==> src/hdl/core_pkg.sv <==
package core_pkg;

  // architectural widths
  localparam int XLEN       = 32;
  localparam int REG_ADDR_W = 5;
  localparam int CSR_ADDR_W = 12;

  // first fetch address after reset
  localparam logic [XLEN-1:0] RESET_PC = 32'h8000_0000;

  // pc step for a sequential instruction
  localparam logic [XLEN-1:0] INSN_BYTES = 32'd4;

  // machine mode csr addresses
  localparam logic [CSR_ADDR_W-1:0] CSR_MTVEC  = 12'h305;
  localparam logic [CSR_ADDR_W-1:0] CSR_MEPC   = 12'h341;
  localparam logic [CSR_ADDR_W-1:0] CSR_MCAUSE = 12'h342;

  // environment call from m-mode
  localparam logic [XLEN-1:0] CAUSE_ECALL_M = 32'd11;

endpackage

==> src/hdl/commit_top.sv <==
`timescale 1ns/100ps

module commit_top
  import core_pkg::*;
(
  input  logic                  clk,
  input  logic                  i_reset,
  input  logic                  i_valid,
  input  logic                  i_wen,
  input  logic                  i_brch,
  input  logic                  i_jal,
  input  logic                  i_jalr,
  input  logic                  i_csr,
  input  logic                  i_ecall,
  input  logic                  i_mret,
  input  logic [REG_ADDR_W-1:0] i_rd,
  input  logic [REG_ADDR_W-1:0] i_rs1_idx,
  input  logic [CSR_ADDR_W-1:0] i_csr_addr,
  input  logic [XLEN-1:0]       i_imm,
  input  logic [XLEN-1:0]       i_res,
  output logic                  o_commit_valid,
  output logic [XLEN-1:0]       o_commit_pc,
  output logic [XLEN-1:0]       o_commit_next_pc,
  output logic [REG_ADDR_W-1:0] o_commit_rd,
  output logic                  o_commit_wen,
  output logic [XLEN-1:0]       o_commit_rd_wdata
);

  logic [XLEN-1:0]       rs1_data;
  logic [XLEN-1:0]       mtvec;
  logic [XLEN-1:0]       mepc;
  logic [XLEN-1:0]       csr_rdata;
  logic [XLEN-1:0]       pc;
  logic [XLEN-1:0]       pc_next;
  logic [XLEN-1:0]       rd_wdata;
  logic [REG_ADDR_W-1:0] rd_addr;
  logic                  rd_wen;
  logic                  csr_wen;
  logic                  trap;

  wbu wbu_i (
    .clk         (clk),
    .i_reset     (i_reset),
    .i_valid     (i_valid),
    .i_wen       (i_wen),
    .i_brch      (i_brch),
    .i_jal       (i_jal),
    .i_jalr      (i_jalr),
    .i_csr       (i_csr),
    .i_ecall     (i_ecall),
    .i_mret      (i_mret),
    .i_rd        (i_rd),
    .i_imm       (i_imm),
    .i_res       (i_res),
    .i_rs1       (rs1_data),
    .i_mtvec     (mtvec),
    .i_mepc      (mepc),
    .i_csr_rdata (csr_rdata),
    .o_pc        (pc),
    .o_pc_next   (pc_next),
    .o_rd_wdata  (rd_wdata),
    .o_rd_addr   (rd_addr),
    .o_rd_wen    (rd_wen),
    .o_csr_wen   (csr_wen),
    .o_trap      (trap)
  );

  gpr_file gpr_file_i (
    .clk     (clk),
    .i_reset (i_reset),
    .i_wen   (rd_wen),
    .i_waddr (rd_addr),
    .i_raddr (i_rs1_idx),
    .i_wdata (rd_wdata),
    .o_rdata (rs1_data)
  );

  // alu result carries the new csr value
  csr_file csr_file_i (
    .clk     (clk),
    .i_reset (i_reset),
    .i_wen   (csr_wen),
    .i_trap  (trap),
    .i_addr  (i_csr_addr),
    .i_wdata (i_res),
    .i_pc    (pc),
    .o_rdata (csr_rdata),
    .o_mtvec (mtvec),
    .o_mepc  (mepc)
  );

  // commit trace, one cycle behind the strobe
  always_ff @(posedge clk) begin
    if (i_reset) begin
      o_commit_valid <= 1'b0;
      o_commit_wen   <= 1'b0;
    end else begin
      o_commit_valid <= i_valid;
      o_commit_wen   <= rd_wen;
    end
  end

  always_ff @(posedge clk) begin
    o_commit_pc       <= pc;
    o_commit_next_pc  <= pc_next;
    o_commit_rd       <= rd_addr;
    o_commit_rd_wdata <= rd_wdata;
  end

endmodule

==> src/hdl/csr_file.sv <==
`timescale 1ns/100ps

module csr_file
  import core_pkg::*;
(
  input  logic                  clk,
  input  logic                  i_reset,
  input  logic                  i_wen,
  input  logic                  i_trap,
  input  logic [CSR_ADDR_W-1:0] i_addr,
  input  logic [XLEN-1:0]       i_wdata,
  input  logic [XLEN-1:0]       i_pc,
  output logic [XLEN-1:0]       o_rdata,
  output logic [XLEN-1:0]       o_mtvec,
  output logic [XLEN-1:0]       o_mepc
);

  logic [XLEN-1:0] mtvec;
  logic [XLEN-1:0] mepc;
  logic [XLEN-1:0] mcause;

  // read mux, unknown addresses read as zero
  always_comb begin
    case (i_addr)
      CSR_MTVEC:  o_rdata = mtvec;
      CSR_MEPC:   o_rdata = mepc;
      CSR_MCAUSE: o_rdata = mcause;
      default:    o_rdata = '0;
    endcase
  end

  always_ff @(posedge clk) begin
    if (i_reset) begin
      mtvec <= '0;
    end else if (i_wen && (i_addr == CSR_MTVEC)) begin
      mtvec <= i_wdata;
    end
  end

  // trap capture overrides a software write in the same cycle
  always_ff @(posedge clk) begin
    if (i_reset) begin
      mepc   <= '0;
      mcause <= '0;
    end else if (i_trap) begin
      mepc   <= i_pc;
      mcause <= CAUSE_ECALL_M;
    end else if (i_wen) begin
      if (i_addr == CSR_MEPC) begin
        mepc <= i_wdata;
      end
      if (i_addr == CSR_MCAUSE) begin
        mcause <= i_wdata;
      end
    end
  end

  assign o_mtvec = mtvec;
  assign o_mepc  = mepc;

endmodule

==> src/hdl/gpr_file.sv <==
`timescale 1ns/100ps

module gpr_file
  import core_pkg::*;
(
  input  logic                  clk,
  input  logic                  i_reset,
  input  logic                  i_wen,
  input  logic [REG_ADDR_W-1:0] i_waddr,
  input  logic [REG_ADDR_W-1:0] i_raddr,
  input  logic [XLEN-1:0]       i_wdata,
  output logic [XLEN-1:0]       o_rdata
);

  localparam int NUM_REGS = 1 << REG_ADDR_W;

  // x0 has no storage
  logic [XLEN-1:0] regs [1:NUM_REGS-1];

  always_ff @(posedge clk) begin
    if (i_reset) begin
      for (int i = 1; i < NUM_REGS; i++) begin
        regs[i] <= '0;
      end
    end else if (i_wen && (i_waddr != '0)) begin
      regs[i_waddr] <= i_wdata;
    end
  end

  // combinational read, x0 reads as zero
  assign o_rdata = (i_raddr == '0) ? '0 : regs[i_raddr];

endmodule

==> src/hdl/wbu.sv <==
`timescale 1ns/100ps

module wbu
  import core_pkg::*;
(
  input  logic                  clk,
  input  logic                  i_reset,
  input  logic                  i_valid,
  input  logic                  i_wen,
  input  logic                  i_brch,
  input  logic                  i_jal,
  input  logic                  i_jalr,
  input  logic                  i_csr,
  input  logic                  i_ecall,
  input  logic                  i_mret,
  input  logic [REG_ADDR_W-1:0] i_rd,
  input  logic [XLEN-1:0]       i_imm,
  input  logic [XLEN-1:0]       i_res,
  input  logic [XLEN-1:0]       i_rs1,
  // trap vector and return address from the csr file
  input  logic [XLEN-1:0]       i_mtvec,
  input  logic [XLEN-1:0]       i_mepc,
  input  logic [XLEN-1:0]       i_csr_rdata,
  output logic [XLEN-1:0]       o_pc,
  output logic [XLEN-1:0]       o_pc_next,
  output logic [XLEN-1:0]       o_rd_wdata,
  output logic [REG_ADDR_W-1:0] o_rd_addr,
  output logic                  o_rd_wen,
  output logic                  o_csr_wen,
  output logic                  o_trap
);

  logic [XLEN-1:0] pc;
  logic [XLEN-1:0] pc_seq;
  logic [XLEN-1:0] pc_rel;

  assign pc_seq = pc + INSN_BYTES;
  assign pc_rel = pc + i_imm;

  // next pc, jumps win over branch, then trap and return
  always_comb begin
    if (i_jal) begin
      o_pc_next = pc_rel;
    end else if (i_jalr) begin
      o_pc_next = i_rs1 + i_imm;
    end else if (i_brch && i_res[0]) begin
      o_pc_next = pc_rel;
    end else if (i_ecall) begin
      o_pc_next = i_mtvec;
    end else if (i_mret) begin
      o_pc_next = i_mepc;
    end else begin
      o_pc_next = pc_seq;
    end
  end

  // link address for jumps, old csr value for csr ops
  always_comb begin
    if (i_jal || i_jalr) begin
      o_rd_wdata = pc_seq;
    end else if (i_csr) begin
      o_rd_wdata = i_csr_rdata;
    end else begin
      o_rd_wdata = i_res;
    end
  end

  assign o_rd_addr = i_rd;

  // write strobes only live in the commit cycle
  assign o_rd_wen  = i_valid & i_wen;
  assign o_csr_wen = i_valid & i_csr;
  assign o_trap    = i_valid & i_ecall;

  always_ff @(posedge clk) begin
    if (i_reset) begin
      pc <= RESET_PC;
    end else if (i_valid) begin
      pc <= o_pc_next;
    end
  end

  assign o_pc = pc;

endmodule

==> config.mk <==
export PLATFORM = sky130hd
export DESIGN_NAME = commit_top
export DESIGN_NICKNAME = d
export VERILOG_FILES = /design/src/hdl/core_pkg.sv /design/src/hdl/commit_top.sv /design/src/hdl/csr_file.sv /design/src/hdl/gpr_file.sv /design/src/hdl/wbu.sv
export SDC_FILE = /design/constraint.sdc
export NUM_CORES = 2
export LEC_CHECK = 0
export ABC_AREA = 1
export BUFFER_PORTS_ARGS = -buffer_cell sky130_fd_sc_hd__buf_4
export CORE_ASPECT_RATIO = 2
export CORE_UTILIZATION = 35
export CTS_BUF_LIST = sky130_fd_sc_hd__clkbuf_8
export DETAILED_ROUTE_END_ITERATION = 7
export GPL_TIMING_DRIVEN = 0
export PLACE_DENSITY_LB_ADDON = 0.12
export SYNTH_ARGS = -nofsm -noshare
export SYNTH_HDL_FRONTEND = slang
export SYNTH_SLANG_ARGS = --single-unit
==> constraint.sdc <==
create_clock -name clk -period 8.7 [get_ports clk]
set_input_delay 2.175 -clock clk [delete_from_list [all_inputs] [get_ports clk]]
set_output_delay 2.175 -clock clk [all_outputs]
set_load 0.05 [all_outputs]
======== After elaboration in Yosys (flattened, before gate mapping) ========
Memories as Yosys holds them, arrays and structs flattened.
Index checks and enable logic that the tools add are counted.
storage, ports and cells
  bits in read-only memories .............. 0
  latch bits .............................. 0
  register bits ........................... 231
  input bits .............................. 96
  memory bits (writable) .................. 992
  memories ................................ 1
  output and inout port bits .............. 103
memory list
  memory           depth  width  rd ports  clocked after memory_dff  wr ports  line            RTL
  gpr_file_i.regs  31     32     1         0                         31        gpr_file.sv:18  logic [XLEN-1:0] regs [1:NUM_REGS-1];
operators by class
  divide/modulo/power cells ............... 0
  bitwise gates (word level) .............. 3
  multipliers ............................. 0
  equal/unequal tests ..................... 3
  reductions and logical operators ........ 14
  $add $sub $neg .......................... 3
  shifts and indexed selects .............. 0
  mux-type cells .......................... 23
  order comparisons ....................... 0
operators with widths
  kind                                                                     number
  32-bit 2-to-1 mux                                                        12
  32-bit one-hot mux with 3 select lines                                   1
  32-bit adder                                                             2
  12-bit by 10-bit equality test with 1-bit output, second input constant  3
  32-bit by 3-bit adder with 32-bit output, second input constant          1
  32-bit OR reduction                                                      1
  4-bit 2-to-1 mux                                                         3
  1-bit 2-to-1 mux                                                         6
  2-bit AND reduction                                                      3
  2-bit nonzero test                                                       3
  5-bit logical NOT                                                        1
  5-bit 2-to-1 mux                                                         1
  5-bit nonzero test                                                       1
  1-bit bitwise AND                                                        3
  1-bit logical AND                                                        3
  2-bit OR reduction                                                       1
  1-bit logical OR                                                         1

======== Longest topological paths before layout ========
  depth after elaboration ................. 7
  gate-level depth with buffers ........... 30
  gate-level depth less buffers ........... 26

======== Modules after synthesis ========
From an unflattened synthesis, not the netlist that was laid out.
second synthesis, totals
  cell total of the unflattened synthesis .. 7342
  area total of the unflattened synthesis .. 61425.2 um2
by module, submodules not included
  module      times used  seq. area each (um2)  area each (um2)  cells an instance
  gpr_file    1           30749.5               46059.2          4793
  wbu         1           640.6                 8500.7           1690
  csr_file    1           1921.8                4788.3           752
  commit_top  1           2062.0                2077.0           107

======== Worst setup path before layout ========
No wires, ideal clock.
  path kind ............................... input to register
  start point ............................. input port i_rs1_idx[0]
  end point ............................... register wbu_i.pc[22], in the netlist wbu_i.o_pc[22]
  stages .................................. 24
  data arrival time ....................... 5.237 ns
  data required time ...................... 8.572 ns
  path buffers ............................ 4
  slack ................................... 3.335 ns
  cell sequence ........................... buf_2 > clkinv_1 > buf_4 > buf_2 > clkbuf_1 > nor2_1 > o221ai_1 > nand3_1 > a31oi_1 > ha_1 > inv_1 > fa_1 > inv_1 > nand3_1 > nand2_1 > a21oi_1 > o21ai_0 > nand2_1 > nand3_1 > nand3_1 > nand2_1 > nand2_1 > nand2_1 > a21oi_1
on the way
  longest elaborated chain between the ends .. 5
ends and longest elaborated chain
  item                                                                 line              RTL
  start: declaration                                                   commit_top.sv:17  input logic [REG_ADDR_W-1:0] i_rs1_idx,
  memory read 31 x 32 bit / 5-bit logical NOT (equally long branches)  n/a
  32-bit 2-to-1 mux (*)                                                gpr_file.sv:31    assign o_rdata = (i_raddr == '0) ? '0 : regs[i_raddr];
  32-bit adder (*)                                                     wbu.sv:45         o_pc_next = i_rs1 + i_imm;
  32-bit 2-to-1 mux (*)                                                wbu.sv:44         end else if (i_jalr) begin
  32-bit 2-to-1 mux (*)                                                wbu.sv:42         if (i_jal) begin
  end signal: assignment                                               wbu.sv:79         pc <= o_pc_next;
  end: declaration                                                     wbu.sv:33         logic [XLEN-1:0] pc;
Every way passes the cells marked *; elsewhere a longest branch is shown, timed or not.
A chain may end at the register's enable or synchronous reset.

======== Worst setup path after layout ========
Same ends and word-level chain as after synthesis.

==> flow_metrics.env <==
export IMPL_slew_headroom_pct=-9.94
export IMPL_antenna_found_initial=33
export IMPL_viasPerCell=5.88
export IMPL_cts_max_level=4
export IMPL_worst_slew_pin_slew_ns=1.65
export IMPL_critPathBufInv=5
export IMPL_ys_async_sr_fraction_pct=0
export IMPL_initial_core_util_pct=35.2
export IMPL_maxSlewViolCount=22
export IMPL_p_leak_nw=25.8
export IMPL_status="finished, violations left"
export IMPL_hold_viol_final=0
export IMPL_clk_latency_ns=1.01
export IMPL_met3_usage_pct=10.1
export IMPL_yosysUniqueCellTypes=60
export IMPL_crit_top_cell="nand2_1"
export IMPL_cts_buffer_depth=4
export IMPL_routed_wl_um=354000
export IMPL_fmax_ghz=0.119
export IMPL_dieHeight_um=584
export IMPL_core_rowCount=213
export IMPL_slowest_delay_ns=1.12
export IMPL_clock_skew_ns=0.0613
export IMPL_worstPathRequired_ns=9.54
export IMPL_area_growth_pct=15.5
export IMPL_cp_arrival_ns=9.27
export IMPL_yosys_top_cells_area="edfxtp_1 52%, nor2_1 11%, dfxtp_1 7.8%"
export IMPL_hpwl_um=271000
export IMPL_drc=0
export IMPL_grt_max_degree=28
export IMPL_grt_busiest_layer="met2"
export IMPL_final_period_utilization_pct=96.9
export IMPL_drt_iter0_markers=5224
export IMPL_max_cap_viol_count=2
export IMPL_vdd_ir_drop_worst_mv=0.129
export IMPL_gp_congestion=1.04
export IMPL_synth_warning_count=0
export IMPL_cp_slowest_cell="clkbuf_1"
export IMPL_fp_dieW_um=293
export IMPL_fin_nets=6954
export IMPL_grt_pass1_wl_um=468000
export IMPL_syn_area_um2=59400
export IMPL_failed_checks="capacitance limit, slew limit"
export IMPL_cts_clk_slew_worst_paths_ns=0.07
export IMPL_num_vias=54201
export IMPL_ys_top_cells_by_count="1707 x nor2_1, 1024 x edfxtp_1, 697 x nand2_1"
export IMPL_synth_edf_count=1024
export IMPL_yosys_area_top_type_share_pct=51.8
export IMPL_grt_usage_pct=41.0
export IMPL_grt_remaining_overflow=0
export IMPL_ys_flop_type="edfxtp_1"
export IMPL_multiInputGateArea_um2=20800
export IMPL_cts_root_buffer="clkbuf_8"
export IMPL_drive_above_1_share_pct=12.4
export IMPL_total_power_mw=15.0
export IMPL_use_met2_pct=70.8
export IMPL_cts_tree="yes"
export IMPL_wire_per_inst_um=38.4
export IMPL_io_buffers=190
export IMPL_post_cts_buffers=0
export IMPL_worst_setup_path_type="input pin to flop"
export IMPL_nFillCells=17394
export IMPL_synth_top_cell_by_area="edfxtp_1"
export IMPL_post_route_min_period_ns=8.43
export IMPL_cp_end_kind="flop"
export IMPL_cp_cell_sequence="buf_2 -> clkinv_1 -> buf_4 -> buf_2 -> clkbuf_1 -> o21ai_0 -> o221ai_1 -> a31oi_1 -> a21oi_1 -> ha_1 -> nand2_1 -> nor2_1 -> nand2_1 -> o21ai_0 -> nand2_1 -> nand3_1 -> nand3_1 -> nand2_1 -> nand2_1 -> nand2_1 -> a21oi_1"
export IMPL_pin_count=199
export IMPL_grt_met1_usage_pct=34.5
export IMPL_fin_ws_ns=0.273
export IMPL_die_area_um2=171000
export IMPL_grt_pass1_vias=54385
export IMPL_startpoint_type="input pin"
export IMPL_syn_avg_cell_area_um2=9.37
export IMPL_ys_seq_area_share_pct=59.6
export IMPL_setup_violations=0
export IMPL_dp_slack_ns=-0.635
export IMPL_path_max_fanout=12
export IMPL_netlist_instances=6334
export IMPL_seqCellArea_um2=35400
export IMPL_core_area_um2=168000
export IMPL_post_route_util_pct=40.7
export IMPL_hold_class="flop to flop"
export IMPL_ys_seq_elements=1255
export IMPL_rsz0062_at_grt="false"
export IMPL_drtPass1Iterations=7
export IMPL_yosysMostFrequentCell="nor2_1"
export IMPL_cts_buffers=197
export IMPL_ant_nets=0
export IMPL_crit_family="buffers and inverters"
export IMPL_cts_sinks=1255
export IMPL_powerDensity_nw_per_um2=219
-- sequential cells by signal, indices dropped and copies added (netlist names) --
| signal | cells |
|---|---|
| o_commit_next_pc | 32 |
| csr_file_i.o_mtvec | 32 |
| csr_file_i.mcause | 32 |
| o_commit_pc | 32 |
| o_commit_rd | 5 |
| o_commit_rd_wdata | 32 |
| csr_file_i.o_mepc | 32 |
| wbu_i.o_pc | 32 |
| gpr_file_i.regs | 1024 |
| o_commit_wen | 1 |
| o_commit_valid | 1 |
-- worst reg2reg max path, stage by stage, from the launching register on --
cell and delay, ns:
edfxtp_1 0.32, o21ai_0 0.08, o22ai_1 0.34, nor2_1 0.19
o311ai_0 1.08, nand2_1 0.49, a21oi_1 0.52, ha_1 0.27
nand3_1 0.12, nand2_1 0.14, a21oi_1 0.16, o21ai_0 0.91
nand2_1 0.17, nand3_1 0.12, nand3_1 0.16, nand2_1 0.16
nand2_1 0.08, nand2_1 0.13, a21oi_1 0.07
-- per-stage QoR --
step	instances	hold slack (ns)	TNS (ns)	area, µm²
CTS	9196	0.420	0	68500
finish	9221	0.421	0	68600
floorplan	6365	0.355	0	59500
global route	9202	0.422	0	68500
detailed placement	8850	0.405	-3.94	64600
global placement	8812	0.399	-3.79	63700
-- cells by family (layout without fill, tap and decap cells) --
family                     count (synthesis)  in the layout  synth area share, %
and+or+nand+nor                         2812           2812                 19.1
AOI/OAI and AO/OA                       1362           1362                 13.8
DFF                                     1255           1255                 59.6
buffers and inverters                    810           1385                 5.76
adders and majority gates                 65             65                 1.40
xor gates and xnor gates                  29             29                0.428
other                                      1             56              0.00632
-- path summary, 6_finish.rpt --
| check | start | to | slack [ns] | depth (start not counted) |
|---|---|---|---|---|
| max reg2reg | gpr_file_i.regs[26][2] | wbu_i.o_pc[22] | 3.07 | 18 |
| max | i_rs1_idx[0] | wbu_i.o_pc[22] | 0.27 | 21 |
| min | wbu_i.o_pc[4] | o_commit_pc[4] | 0.42 | 0 |
| min reg2reg | wbu_i.o_pc[4] | o_commit_pc[4] | 0.42 | 0 |
-- placed cells by master (no fill, tap or decap), drive strengths merged, types with 200 or more instances in the layout --
cell	count
nor2	1795
edfxtp	1024
nand2	701
o21ai	696
clkbuf	527
buf	426
inv	361
nand3	241
dfxtp	231
o221ai	200
-- routing by layer --
metal	up-vias	share of wire [%]	wire [µm]
met5	-	0.035	124
met4	16	16	55300
met3	1639	7.3	25900
met2	3314	49	174000
li1	22861	-	-
met1	26371	28	98900
-- cell type report --
cell class	count	share of cell area (%)
Tap cell	2257	4.12
Multi-Input combinational cell	4300	30.4
Sequential cell	1255	51.6
Timing Repair Buffer	229	3.19
Antenna cell	24	0.0876
Inverter	311	1.70
Buffer	499	3.29
Clock buffer	225	4.52
Clock inverter	121	1.15
-- report_power, final --
group	total (mW)	internal, mW	switching (mW)	leakage (nW)
clock	5.31	2.66	2.65	2.20
combinational	2.80	0.617	2.18	11.1
sequential	6.92	6.74	0.180	12.6
total	15.0	10.0	5.02	25.8
-- repair_timing --
action / CTS / global route
endpoints found under the hold margin: 0 / 0
setup endpoints to repair: 0 / 2
hold buffers: 0 / 0
resized for setup: 0 / 1
No activity file was read; power rests on OpenSTA's default activity.
